### config.mk
export PLATFORM = sky130hd
export DESIGN_NAME = stripe_mem_top
export DESIGN_NICKNAME = d
export VERILOG_FILES = /design/src/stripe_pkg.sv /design/src/axi_types_pkg.sv /design/src/stripe_wr.sv /design/src/stripe_rd.sv /design/src/axi_stripe.sv /design/src/axi_word_mem.sv /design/src/stripe_mem_top.sv
export VERILOG_INCLUDE_DIRS = /design/src
export SDC_FILE = /design/constraint.sdc
export NUM_CORES = 2
export LEC_CHECK = 0
export BUFFER_PORTS_ARGS = -buffer_cell sky130_fd_sc_hd__buf_2
export CAP_MARGIN = 40
export CORE_MARGIN = 2
export CORE_UTILIZATION = 45
export DETAILED_ROUTE_END_ITERATION = 7
export PLACE_DENSITY = 0.65
export SYNTH_ARGS = -nofsm -noshare
export SYNTH_HDL_FRONTEND = slang
export SYNTH_HIERARCHICAL = 1
export SYNTH_SLANG_ARGS = --single-unit
### constraint.sdc
create_clock -name clk -period 4.3 [get_ports clk]
set_clock_uncertainty 0.2 [all_clocks]
set_input_delay 1.29 -clock clk [delete_from_list [all_inputs] [get_ports clk]]
set_output_delay 1.29 -clock clk [all_outputs]
set_load 0.05 [all_outputs]
### src/stripe_macros.svh
`ifndef STRIPE_MACROS_SVH
`define STRIPE_MACROS_SVH

// Lane count, must be a power of two
`define STRIPE_NUM_S 2

`define STRIPE_ADDR_W 9
`define STRIPE_DATA_W 16
`define STRIPE_ID_W 4

// Words held by each lane memory
`define STRIPE_LANE_WORDS 64

`endif

### src/stripe_pkg.sv
`default_nettype none

`include "stripe_macros.svh"

package stripe_pkg;

  localparam int LANE_BITS = $clog2(`STRIPE_NUM_S);
  localparam int BYTE_BITS = $clog2(`STRIPE_DATA_W / 8);
  localparam int WORD_W = `STRIPE_ADDR_W - BYTE_BITS;
  localparam int LANE_ADDR_W = WORD_W - LANE_BITS;

  // Lane number sits in the low bits of the word index
  typedef struct packed {
    logic [LANE_ADDR_W-1:0] addr;
    logic [LANE_BITS-1:0]   lane;
  } lane_word_t;

  typedef union packed {
    logic [WORD_W-1:0] word;
    lane_word_t        split;
  } stripe_addr_u;

  // AXI len of the share of a burst seen by one lane
  function automatic logic [7:0] lane_len(input logic [7:0] len);
    logic [8:0] beats;
    beats = {1'b0, len} + 9'd1;
    return 8'((beats >> LANE_BITS) - 9'd1);
  endfunction

endpackage

`default_nettype wire

### src/axi_types_pkg.sv
`default_nettype none

`include "stripe_macros.svh"

package axi_types_pkg;

  // Larger code is the worse response
  localparam logic [1:0] RESP_OKAY = 2'b00;
  localparam logic [1:0] RESP_SLVERR = 2'b10;

  typedef struct packed {
    logic [`STRIPE_ID_W-1:0]   id;
    logic [`STRIPE_ADDR_W-1:0] addr;
    logic [7:0]                len;
    logic [2:0]                size;
    logic [1:0]                burst;
  } axi_aw_t;

  typedef axi_aw_t axi_ar_t;

  // Lane side carries the lane-local word address
  typedef struct packed {
    logic [`STRIPE_ID_W-1:0]           id;
    logic [stripe_pkg::LANE_ADDR_W-1:0] addr;
    logic [7:0]                        len;
    logic [2:0]                        size;
    logic [1:0]                        burst;
  } axi_law_t;

  typedef axi_law_t axi_lar_t;

  typedef struct packed {
    logic [`STRIPE_DATA_W-1:0]   data;
    logic [`STRIPE_DATA_W/8-1:0] strb;
    logic                        last;
  } axi_w_t;

  typedef struct packed {
    logic [`STRIPE_ID_W-1:0] id;
    logic [1:0]              resp;
  } axi_b_t;

  typedef struct packed {
    logic [`STRIPE_ID_W-1:0]   id;
    logic [`STRIPE_DATA_W-1:0] data;
    logic [1:0]                resp;
    logic                      last;
  } axi_r_t;

endpackage

`default_nettype wire

### src/stripe_wr.sv
`timescale 1ns/1ps
`default_nettype none

`include "stripe_macros.svh"

module stripe_wr (
  input  logic                                        clk,
  input  logic                                        i_rst,

  input  axi_types_pkg::axi_aw_t                      i_aw,
  input  logic                                        i_aw_valid,
  output logic                                        o_aw_ready,
  input  axi_types_pkg::axi_w_t                       i_w,
  input  logic                                        i_w_valid,
  output logic                                        o_w_ready,
  output axi_types_pkg::axi_b_t                       o_b,
  output logic                                        o_b_valid,
  input  logic                                        i_b_ready,

  output axi_types_pkg::axi_law_t [`STRIPE_NUM_S-1:0] o_law,
  output logic [`STRIPE_NUM_S-1:0]                    o_law_valid,
  input  logic [`STRIPE_NUM_S-1:0]                    i_law_ready,
  output axi_types_pkg::axi_w_t [`STRIPE_NUM_S-1:0]   o_lw,
  output logic [`STRIPE_NUM_S-1:0]                    o_lw_valid,
  input  logic [`STRIPE_NUM_S-1:0]                    i_lw_ready,
  input  axi_types_pkg::axi_b_t [`STRIPE_NUM_S-1:0]   i_lb,
  input  logic [`STRIPE_NUM_S-1:0]                    i_lb_valid,
  output logic [`STRIPE_NUM_S-1:0]                    o_lb_ready
);
  import axi_types_pkg::*;
  import stripe_pkg::*;

  localparam int NUM_S = `STRIPE_NUM_S;

  stripe_addr_u         start;
  axi_law_t             law_q;
  axi_w_t               lw;
  logic                 wr_busy;
  logic                 w_open;
  logic [LANE_BITS-1:0] w_lane;
  logic [7:0]           w_round;
  logic [NUM_S-1:0]     b_done;
  logic [NUM_S-1:0]     lb_hs;
  logic [1:0]           resp_next;
  logic                 aw_hs;
  logic                 w_hs;
  logic                 b_hs;

  assign start.word = i_aw.addr[`STRIPE_ADDR_W-1:BYTE_BITS];
  assign aw_hs = i_aw_valid && o_aw_ready;
  assign w_hs = i_w_valid && o_w_ready;
  assign b_hs = o_b_valid && i_b_ready;
  assign lb_hs = i_lb_valid & o_lb_ready;

  // Every lane sees the same AW, and the same W payload
  assign o_law = {NUM_S{law_q}};
  assign lw = '{data: i_w.data, strb: i_w.strb, last: w_round == law_q.len};
  assign o_lw = {NUM_S{lw}};

  // Port W follows the lane picked by the rolling counter
  assign o_w_ready = w_open && i_lw_ready[w_lane];
  assign o_lb_ready = ~b_done;

  always_comb begin
    o_lw_valid = '0;
    o_lw_valid[w_lane] = w_open && i_w_valid;
  end

  // Worst response seen so far, including this cycle's lane responses
  always_comb begin
    resp_next = o_b.resp;
    for (int j = 0; j < NUM_S; j++) begin
      if (lb_hs[j] && i_lb[j].resp > resp_next) begin
        resp_next = i_lb[j].resp;
      end
    end
  end

  always_ff @(posedge clk) begin
    if (i_rst) begin
      o_aw_ready  <= 1'b0;
      o_law_valid <= '0;
      o_b_valid   <= 1'b0;
      wr_busy     <= 1'b0;
      w_open      <= 1'b0;
      b_done      <= '0;
    end else begin
      o_law_valid <= o_law_valid & ~i_law_ready;
      b_done <= b_done | lb_hs;
      o_b.resp <= resp_next;

      if (aw_hs) begin
        o_aw_ready  <= 1'b0;
        o_law_valid <= '1;
        wr_busy     <= 1'b1;
        w_open      <= 1'b1;
        w_lane      <= '0;
        w_round     <= '0;
        law_q <= '{id: i_aw.id, addr: start.split.addr, len: lane_len(i_aw.len),
                   size: i_aw.size, burst: i_aw.burst};
        o_b.id   <= i_aw.id;
        o_b.resp <= RESP_OKAY;
      end else if (b_hs || !wr_busy) begin
        o_aw_ready <= 1'b1;
      end

      if (w_hs) begin
        w_lane <= w_lane + LANE_BITS'(1);
        // One full round of lanes done
        if (&w_lane) begin
          w_round <= w_round + 8'd1;
          if (lw.last) begin
            w_open <= 1'b0;
          end
        end
      end

      if (&(b_done | lb_hs)) begin
        o_b_valid <= 1'b1;
      end
      if (b_hs) begin
        o_b_valid <= 1'b0;
        b_done    <= '0;
        wr_busy   <= 1'b0;
      end
    end
  end

endmodule

`default_nettype wire

### src/stripe_rd.sv
`timescale 1ns/1ps
`default_nettype none

`include "stripe_macros.svh"

module stripe_rd (
  input  logic                                        clk,
  input  logic                                        i_rst,

  input  axi_types_pkg::axi_ar_t                      i_ar,
  input  logic                                        i_ar_valid,
  output logic                                        o_ar_ready,
  output axi_types_pkg::axi_r_t                       o_r,
  output logic                                        o_r_valid,
  input  logic                                        i_r_ready,

  output axi_types_pkg::axi_lar_t [`STRIPE_NUM_S-1:0] o_lar,
  output logic [`STRIPE_NUM_S-1:0]                    o_lar_valid,
  input  logic [`STRIPE_NUM_S-1:0]                    i_lar_ready,
  input  axi_types_pkg::axi_r_t [`STRIPE_NUM_S-1:0]   i_lr,
  input  logic [`STRIPE_NUM_S-1:0]                    i_lr_valid,
  output logic [`STRIPE_NUM_S-1:0]                    o_lr_ready
);
  import axi_types_pkg::*;
  import stripe_pkg::*;

  localparam int NUM_S = `STRIPE_NUM_S;

  stripe_addr_u         start;
  axi_lar_t             lar_q;
  logic                 r_open;
  logic [LANE_BITS-1:0] r_lane;
  logic [7:0]           r_remain;
  logic                 ar_hs;
  logic                 r_hs;

  assign start.word = i_ar.addr[`STRIPE_ADDR_W-1:BYTE_BITS];
  assign ar_hs = i_ar_valid && o_ar_ready;
  assign r_hs = o_r_valid && i_r_ready;
  assign o_lar = {NUM_S{lar_q}};

  // R comes straight from the selected lane, other lanes hold their data
  always_comb begin
    o_r = i_lr[r_lane];
    o_r.last = r_remain == 8'd0;
    o_r_valid = r_open && i_lr_valid[r_lane];
    o_lr_ready = '0;
    o_lr_ready[r_lane] = r_open && i_r_ready;
  end

  always_ff @(posedge clk) begin
    if (i_rst) begin
      o_ar_ready  <= 1'b0;
      o_lar_valid <= '0;
      r_open      <= 1'b0;
    end else begin
      o_lar_valid <= o_lar_valid & ~i_lar_ready;

      if (ar_hs) begin
        o_ar_ready  <= 1'b0;
        o_lar_valid <= '1;
        r_open      <= 1'b1;
        r_lane      <= '0;
        r_remain    <= i_ar.len;
        lar_q <= '{id: i_ar.id, addr: start.split.addr, len: lane_len(i_ar.len),
                   size: i_ar.size, burst: i_ar.burst};
      end else if (!r_open) begin
        o_ar_ready <= 1'b1;
      end

      if (r_hs) begin
        r_lane   <= r_lane + LANE_BITS'(1);
        r_remain <= r_remain - 8'd1;
        // Final beat of the whole burst frees the AR channel
        if (o_r.last) begin
          r_open     <= 1'b0;
          o_ar_ready <= 1'b1;
        end
      end
    end
  end

endmodule

`default_nettype wire

### src/axi_stripe.sv
`timescale 1ns/1ps
`default_nettype none

`include "stripe_macros.svh"

module axi_stripe (
  input  logic                                        clk,
  input  logic                                        i_rst,

  input  axi_types_pkg::axi_aw_t                      i_aw,
  input  logic                                        i_aw_valid,
  output logic                                        o_aw_ready,
  input  axi_types_pkg::axi_w_t                       i_w,
  input  logic                                        i_w_valid,
  output logic                                        o_w_ready,
  output axi_types_pkg::axi_b_t                       o_b,
  output logic                                        o_b_valid,
  input  logic                                        i_b_ready,
  input  axi_types_pkg::axi_ar_t                      i_ar,
  input  logic                                        i_ar_valid,
  output logic                                        o_ar_ready,
  output axi_types_pkg::axi_r_t                       o_r,
  output logic                                        o_r_valid,
  input  logic                                        i_r_ready,

  output axi_types_pkg::axi_law_t [`STRIPE_NUM_S-1:0] o_law,
  output logic [`STRIPE_NUM_S-1:0]                    o_law_valid,
  input  logic [`STRIPE_NUM_S-1:0]                    i_law_ready,
  output axi_types_pkg::axi_w_t [`STRIPE_NUM_S-1:0]   o_lw,
  output logic [`STRIPE_NUM_S-1:0]                    o_lw_valid,
  input  logic [`STRIPE_NUM_S-1:0]                    i_lw_ready,
  input  axi_types_pkg::axi_b_t [`STRIPE_NUM_S-1:0]   i_lb,
  input  logic [`STRIPE_NUM_S-1:0]                    i_lb_valid,
  output logic [`STRIPE_NUM_S-1:0]                    o_lb_ready,
  output axi_types_pkg::axi_lar_t [`STRIPE_NUM_S-1:0] o_lar,
  output logic [`STRIPE_NUM_S-1:0]                    o_lar_valid,
  input  logic [`STRIPE_NUM_S-1:0]                    i_lar_ready,
  input  axi_types_pkg::axi_r_t [`STRIPE_NUM_S-1:0]   i_lr,
  input  logic [`STRIPE_NUM_S-1:0]                    i_lr_valid,
  output logic [`STRIPE_NUM_S-1:0]                    o_lr_ready
);

  // Write and read halves share nothing but the clock and reset
  stripe_wr i_stripe_wr (.*);

  stripe_rd i_stripe_rd (.*);

endmodule

`default_nettype wire

### src/axi_word_mem.sv
`timescale 1ns/1ps
`default_nettype none

`include "stripe_macros.svh"

module axi_word_mem (
  input  logic                     clk,
  input  logic                     i_rst,

  input  axi_types_pkg::axi_law_t  i_aw,
  input  logic                     i_aw_valid,
  output logic                     o_aw_ready,
  input  axi_types_pkg::axi_w_t    i_w,
  input  logic                     i_w_valid,
  output logic                     o_w_ready,
  output axi_types_pkg::axi_b_t    o_b,
  output logic                     o_b_valid,
  input  logic                     i_b_ready,
  input  axi_types_pkg::axi_lar_t  i_ar,
  input  logic                     i_ar_valid,
  output logic                     o_ar_ready,
  output axi_types_pkg::axi_r_t    o_r,
  output logic                     o_r_valid,
  input  logic                     i_r_ready
);
  import axi_types_pkg::*;
  import stripe_pkg::*;

  localparam int DEPTH = `STRIPE_LANE_WORDS;
  localparam int IDX_W = $clog2(DEPTH);
  localparam int STRB_W = `STRIPE_DATA_W / 8;
  localparam logic [LANE_ADDR_W:0] LIMIT = (LANE_ADDR_W + 1)'(DEPTH);

  logic [`STRIPE_DATA_W-1:0] mem [DEPTH];
  logic [LANE_ADDR_W:0]      w_addr;
  logic [LANE_ADDR_W:0]      r_addr;
  logic [7:0]                r_left;
  logic [`STRIPE_ID_W-1:0]   r_id;
  logic                      w_err;
  logic                      w_oob;
  logic                      aw_hs;
  logic                      w_hs;
  logic                      b_hs;
  logic                      ar_hs;
  logic                      r_hs;

  // One read beat, zero data and SLVERR past the end of the array
  function automatic axi_r_t rd_beat(input logic [LANE_ADDR_W:0] addr,
                                     input logic [`STRIPE_ID_W-1:0] id, input logic last);
    axi_r_t beat;
    beat.id = id;
    beat.last = last;
    if (addr < LIMIT) begin
      beat.data = mem[addr[IDX_W-1:0]];
      beat.resp = RESP_OKAY;
    end else begin
      beat.data = '0;
      beat.resp = RESP_SLVERR;
    end
    return beat;
  endfunction

  assign aw_hs = i_aw_valid && o_aw_ready;
  assign w_hs = i_w_valid && o_w_ready;
  assign b_hs = o_b_valid && i_b_ready;
  assign ar_hs = i_ar_valid && o_ar_ready;
  assign r_hs = o_r_valid && i_r_ready;
  assign w_oob = w_addr >= LIMIT;

  // One burst per direction, taken once the previous one is fully returned
  assign o_aw_ready = !o_w_ready && !o_b_valid;
  assign o_ar_ready = !o_r_valid && r_left == 8'd0;

  always_ff @(posedge clk) begin
    if (i_rst) begin
      o_w_ready <= 1'b0;
      o_b_valid <= 1'b0;
    end else begin
      if (aw_hs) begin
        o_w_ready <= 1'b1;
        w_addr    <= {1'b0, i_aw.addr};
        w_err     <= 1'b0;
        o_b.id    <= i_aw.id;
      end
      if (w_hs) begin
        w_addr <= w_addr + (LANE_ADDR_W + 1)'(1);
        w_err  <= w_err || w_oob;
        if (i_w.last) begin
          o_w_ready <= 1'b0;
          o_b_valid <= 1'b1;
          o_b.resp  <= (w_err || w_oob) ? RESP_SLVERR : RESP_OKAY;
        end
      end
      if (b_hs) begin
        o_b_valid <= 1'b0;
      end
    end
  end

  // Out-of-range beats are dropped
  always_ff @(posedge clk) begin
    if (w_hs && !w_oob) begin
      for (int b = 0; b < STRB_W; b++) begin
        if (i_w.strb[b]) begin
          mem[w_addr[IDX_W-1:0]][8*b +: 8] <= i_w.data[8*b +: 8];
        end
      end
    end
  end

  // First beat is loaded straight from AR, later ones as each is taken
  always_ff @(posedge clk) begin
    if (i_rst) begin
      o_r_valid <= 1'b0;
      r_left    <= '0;
    end else if (ar_hs) begin
      o_r_valid <= 1'b1;
      o_r       <= rd_beat({1'b0, i_ar.addr}, i_ar.id, i_ar.len == 8'd0);
      r_addr    <= {1'b0, i_ar.addr} + (LANE_ADDR_W + 1)'(1);
      r_left    <= i_ar.len;
      r_id      <= i_ar.id;
    end else if (r_hs) begin
      if (r_left != 8'd0) begin
        o_r    <= rd_beat(r_addr, r_id, r_left == 8'd1);
        r_addr <= r_addr + (LANE_ADDR_W + 1)'(1);
        r_left <= r_left - 8'd1;
      end else begin
        o_r_valid <= 1'b0;
      end
    end
  end

endmodule

`default_nettype wire

### src/stripe_mem_top.sv
`timescale 1ns/1ps
`default_nettype none

`include "stripe_macros.svh"

module stripe_mem_top (
  input  logic                   clk,
  input  logic                   i_rst,

  input  axi_types_pkg::axi_aw_t i_aw,
  input  logic                   i_aw_valid,
  output logic                   o_aw_ready,
  input  axi_types_pkg::axi_w_t  i_w,
  input  logic                   i_w_valid,
  output logic                   o_w_ready,
  output axi_types_pkg::axi_b_t  o_b,
  output logic                   o_b_valid,
  input  logic                   i_b_ready,
  input  axi_types_pkg::axi_ar_t i_ar,
  input  logic                   i_ar_valid,
  output logic                   o_ar_ready,
  output axi_types_pkg::axi_r_t  o_r,
  output logic                   o_r_valid,
  input  logic                   i_r_ready
);
  import axi_types_pkg::*;

  localparam int NUM_S = `STRIPE_NUM_S;

  axi_law_t [NUM_S-1:0] law;
  logic [NUM_S-1:0]     law_valid;
  logic [NUM_S-1:0]     law_ready;
  axi_w_t [NUM_S-1:0]   lw;
  logic [NUM_S-1:0]     lw_valid;
  logic [NUM_S-1:0]     lw_ready;
  axi_b_t [NUM_S-1:0]   lb;
  logic [NUM_S-1:0]     lb_valid;
  logic [NUM_S-1:0]     lb_ready;
  axi_lar_t [NUM_S-1:0] lar;
  logic [NUM_S-1:0]     lar_valid;
  logic [NUM_S-1:0]     lar_ready;
  axi_r_t [NUM_S-1:0]   lr;
  logic [NUM_S-1:0]     lr_valid;
  logic [NUM_S-1:0]     lr_ready;

  axi_stripe i_axi_stripe (
    .clk, .i_rst,
    .i_aw, .i_aw_valid, .o_aw_ready,
    .i_w, .i_w_valid, .o_w_ready,
    .o_b, .o_b_valid, .i_b_ready,
    .i_ar, .i_ar_valid, .o_ar_ready,
    .o_r, .o_r_valid, .i_r_ready,
    .o_law(law), .o_law_valid(law_valid), .i_law_ready(law_ready),
    .o_lw(lw), .o_lw_valid(lw_valid), .i_lw_ready(lw_ready),
    .i_lb(lb), .i_lb_valid(lb_valid), .o_lb_ready(lb_ready),
    .o_lar(lar), .o_lar_valid(lar_valid), .i_lar_ready(lar_ready),
    .i_lr(lr), .i_lr_valid(lr_valid), .o_lr_ready(lr_ready)
  );

  // Lane j holds every word whose index is j modulo NUM_S
  for (genvar j = 0; j < NUM_S; j++) begin : g_lane
    axi_word_mem i_axi_word_mem (
      .clk, .i_rst,
      .i_aw(law[j]), .i_aw_valid(law_valid[j]), .o_aw_ready(law_ready[j]),
      .i_w(lw[j]), .i_w_valid(lw_valid[j]), .o_w_ready(lw_ready[j]),
      .o_b(lb[j]), .o_b_valid(lb_valid[j]), .i_b_ready(lb_ready[j]),
      .i_ar(lar[j]), .i_ar_valid(lar_valid[j]), .o_ar_ready(lar_ready[j]),
      .o_r(lr[j]), .o_r_valid(lr_valid[j]), .i_r_ready(lr_ready[j])
    );
  end

endmodule

`default_nettype wire

Word level (Yosys, flattened, before mapping):

Memory sizes are Yosys's and may differ from the RTL's. A register that Yosys moved wholly into a read port is not among the register bits.
Cells that the tools add are included.

* register bits: 184
* bits in writable memories: 2048
* input bits: 78
* output and inout bits: 34
* memories: 2

Memory list
* g_lane[0].i_axi_word_mem.mem: depth 64, bits a word 16, read ports 2, clocked after memory_dff 2, write ports 1, RTL line axi_word_mem.sv:34 `` logic [`STRIPE_DATA_W-1:0] mem [DEPTH]; ``
* g_lane[1].i_axi_word_mem.mem: depth 64, bits a word 16, read ports 2, clocked after memory_dff 2, write ports 1, RTL line axi_word_mem.sv:34

* add/subtract/negate cells: 15
* $lt $le $gt $ge: 11
* equality and inequality tests: 5
* mux-type cells: 92
* bitwise logic cells: 10
* reductions and logical operators: 78

Operator list (number)
* 2-to-1 mux 23 bit: 8
* 2-to-1 mux 8 bit: 21
* 2-to-1 mux 18 bit: 4
* 2-to-1 mux 1 bit: 47
* adder 8 x 1 -> 8 bit, second input constant: 5
* subtractor 8 x 1 -> 8 bit, second input constant: 5
* zero test 8 bit: 4
* AND reduction 2 bit: 15
* logical AND 1 bit: 29
* 2-to-1 mux 6 bit: 4
* adder 8 x 1 -> 9 bit, second input constant: 2
* == test 8 x 1 -> 1 bit, second input constant: 2
* >= comparator 8 x 7 -> 1 bit, second input constant: 2
* < comparator 8 x 7 -> 1 bit, second input constant: 2
* nonzero test 2 bit: 8
* nonzero test 8 bit: 2
* 2-to-1 mux 2 bit: 6
* AND reduction 3 bit: 4
* AND 2 bit: 5
* zero test 1 bit: 9
* adder 7 x 1 -> 8 bit, second input constant: 1
* == test 8 bit: 1
* OR reduction 2 bit: 4
* < comparator 7 bit, second input constant: 1
* 10 further kinds: 20

Longest topological paths before layout:

* word-level depth: 9
* gate-level depth with buffers: 16
* gate-level depth less buffers: 12

Hierarchy:

Netlist, hierarchy kept.

Modules (own cells, without submodules)
* axi_word_mem: times used 2, cells each 2815, area each 50684.9 um^2, sequential area each 32531.2 um^2
* stripe_wr: times used 1, cells each 252, area each 2615.0 um^2, sequential area each 1211.2 um^2
* stripe_rd: times used 1, cells each 183, area each 2169.6 um^2, sequential area each 1071.0 um^2

Least setup slack after synthesis:

Ideal clock, no wire load.

* path type: input to register
* from: in i_r_ready
* to: reg (tool-made name)
* setup time: 0.121 ns
* arrival time: 3.350 ns
* setup slack: 0.629 ns
* stages on the path: 7
* path buffers: 0
* cell sequence: nand2_1 nor2_1 nand2_1 a31oi_1 nor2_1 nor2_2 mux2_2

RTL lines
* from (decl): RTL line stripe_mem_top.sv:24 `input logic i_r_ready`

==> impl_metrics.json <==
{
  "r2r_slack_ps": 400,
  "fp-row-count": 177,
  "worst_pin_slew_ps": 1030,
  "htree_levels": 4,
  "routabilityCongestion": 0.936,
  "p_int_mw": 36.3,
  "fp.dieW_um": 488,
  "synth.avg_cell_area_sq_um": 17.5,
  "dpl_cell_area_sq_um": 113000,
  "fill_cells": 18583,
  "grt_overflow_total": 0,
  "cts_root_buf": "clkbuf_16",
  "ctsLongestPathBuffers": 3,
  "core_area_sq_um": 233000,
  "cp-end-kind": "primary output",
  "grt_pass1_wl_um": 454000,
  "ir_worst_vdd_mv": 0.322,
  "clock-sinks": 2238,
  "detailed_place_hpwl_um": 218000,
  "fin_area_sq_um": 120000,
  "detail-route-antenna-nets": 0,
  "syn-cell-area_sq_um": 105000,
  "ys_warn_count": 6,
  "p_leak_nw": 39.3,
  "grt_antenna_before_repair": 16,
  "routed_wl_um": 318000,
  "post_drt_wl_per_cell_um": 32.8,
  "grt_use_total_pct": 26.6,
  "relSlewSlack_pct": 31.2,
  "report.final.slew_viol_count": 0,
  "cts_tree": "built",
  "area_growth_pct": 13.9,
  "viasPerCell": 6.54,
  "synth_cells": 6007,
  "numCtsBuffers": 225,
  "drt-pass1-iter-count": 6,
  "maxCapViolCount": 0,
  "clkPwrFrac_pct": 41.9,
  "num_vias": 63389,
  "nets": 6552,
  "fin_tns_setup_ps": 0,
  "dp.cells": 9271,
  "drt_iter0_drc": 8298,
  "drive_gt1_share_pct": 30.9,
  "grt_pass1_vias": 63100,
  "io_buffers": 95,
  "drcViolationCount": 0,
  "crit_fanout": 4,
  "stdcell_count": 9691,
  "post_cts_buffers": 0,
  "clkSlewWorstSetupHoldPaths_ps": 60,
  "power_density_nw_per_um2": 389,
  "dieArea_sq_um": 238000,
  "required_ps": 2810,
  "seqPwrFrac_pct": 51.8,
  "combPwrFrac_pct": 6.4,
  "setup_violations": 0,
  "hold_class": "reg -> reg",
  "period_needed_ps": 4140,
  "p_switching_mw": 10.3,
  "initial_core_util_pct": 45.3,
  "dieHeight_um": 488,
  "fmax_ghz": 0.241,
  "crit_path_start_kind": "flop",
  "fin_util_pct": 51.6,
  "ctsHoldBuffers": 0,
  "clk_latency_ps": 880,
  "hold_viol": 0,
  "swShare_pct": 22.1,
  "ios": 112,
  "rsz0062_at_grt": "false",
  "period_share_pct": 96.3,
  "critical_path_class": "reg -> out",
  "grt_max_degree": 89,
  "ctsResizeCount": 1,
  "critPathArrivalTime_ps": 2650,
  "status": "finished clean"
}
-- per-layer routing --
metal / GRT usage, % / share of wire (%) / routed length [um] / vias up
met5: 0 / 0.022 / 69 / -
met4: 11.4 / 4.8 / 15200 / 12
met3: 5.45 / 11 / 34200 / 659
met2: 42.3 / 47 / 151000 / 3832
met1: 35.6 / 37 / 118000 / 32948
li1: - / - / - / 25938
-- worst max-delay path, stage by stage, from the launching register on --
cell      delay [ps]
edfxtp_1         440
or4_1            620
nor4b_4          370
buf_2            330
-- cell type report --
cell class	count	area (sq um)	share of cell area [%]
Antenna cell	7	17.5	0.0146
Sequential cell	2238	66800	55.7
Tap cell	3043	3810	3.18
Clock inverter	125	1250	1.05
Clock buffer	288	6010	5.01
Timing Repair Buffer	718	6060	5.05
Inverter	49	184	0.153
Multi-Input combinational cell	3223	35800	29.9
-- power by group through the flow --
stage | Sequential, mW | Combinational (mW) | Clock (mW)
after floorplan | 24.5 | 1.90 | 0
after global placement | 24.6 | 2.88 | 0
after detailed placement | 24.6 | 2.94 | 0
after CTS | 24.1 | 2.95 | 19.7
after global routing | 24.1 | 3.12 | 20.6
final | 24.1 | 2.98 | 19.5
-- through the flow --
stage | total power [mW] | setup WS (ps) | hold slack [ps]
6_report | 46.6 | 158 | 290
5_1_grt | 47.9 | 59.4 | 307
4_1_cts | 46.8 | 96.0 | 291
3_5_place_dp | 27.6 | 193 | 277
3_3_place_gp | 27.5 | 235 | 250
2_1_floorplan | 26.4 | 655 | 235
-- registers in the layout (all words and copies together), names as in the netlist, 2 cells and up, named ones only --
name                                  count
i_axi_stripe/i_stripe_rd/o_lar_valid      2
g_lane.i_axi_word_mem/w_err               2
i_axi_stripe/i_stripe_wr/o_b              2
g_lane.i_axi_word_mem/r_left             16
i_axi_stripe/i_stripe_wr/b_done           2
g_lane.i_axi_word_mem/o_w_ready           2
i_axi_stripe/i_stripe_wr/o_law_valid      2
g_lane.i_axi_word_mem/r_id                8
g_lane.i_axi_word_mem/o_b                 2
g_lane.i_axi_word_mem/r_addr             16
g_lane.i_axi_word_mem/w_addr             16
g_lane.i_axi_word_mem/o_r_valid           2
g_lane.i_axi_word_mem/o_b_valid           2
g_lane.i_axi_word_mem/o_r                42
i_axi_stripe/i_stripe_rd/o_lar           19
i_axi_stripe/i_stripe_wr/w_round          8
i_axi_stripe/i_stripe_wr/o_law           19
i_axi_stripe/i_stripe_rd/r_remain         8
g_lane.i_axi_word_mem/mem              2048
-- cells in the final DEF (no fill, tap or decap), types with 11 or more instances in the layout --
| cell | instances |
|---|---|
| a211oi_1 | 59 |
| a21oi_1 | 186 |
| a221oi_1 | 41 |
| a22o_1 | 31 |
| a22oi_1 | 276 |
| a31oi_1 | 43 |
| and3_1 | 51 |
| buf_12 | 64 |
| buf_2 | 79 |
| buf_4 | 571 |
| bufinv_16 | 22 |
| clkbuf_1 | 53 |
| clkbuf_16 | 229 |
| clkinv_1 | 45 |
| clkinv_2 | 36 |
| dfxtp_1 | 38 |
| edfxtp_1 | 2192 |
| ha_1 | 19 |
| inv_1 | 49 |
| mux2_2 | 33 |
| mux2i_1 | 348 |
| mux4_2 | 902 |
| nand2_1 | 196 |
| nand2b_1 | 22 |
| nand3_1 | 128 |
| nand3b_1 | 27 |
| nand4_1 | 22 |
| nor2_1 | 372 |
| nor2b_1 | 34 |
| nor3_1 | 53 |
| o21ai_0 | 45 |
| o22ai_1 | 64 |
| or2_2 | 11 |
| or3_1 | 15 |
| or4_1 | 13 |
| xnor2_1 | 42 |
| xor2_1 | 23 |
-- path summary, 6_finish.rpt --
kind | to | depth (start not counted) | from
min reg2reg | i_axi_stripe/i_stripe_wr/wr_busy | 1 | i_axi_stripe/i_stripe_wr/wr_busy
max reg2reg | g_lane[1].i_axi_word_mem/o_r[16] | 7 | flop
max | o_r[0] | 3 | i_axi_stripe/i_stripe_rd/r_remain[4]
min | i_axi_stripe/i_stripe_wr/wr_busy | 1 | i_axi_stripe/i_stripe_wr/wr_busy
(Power assumes the default switching activity.)
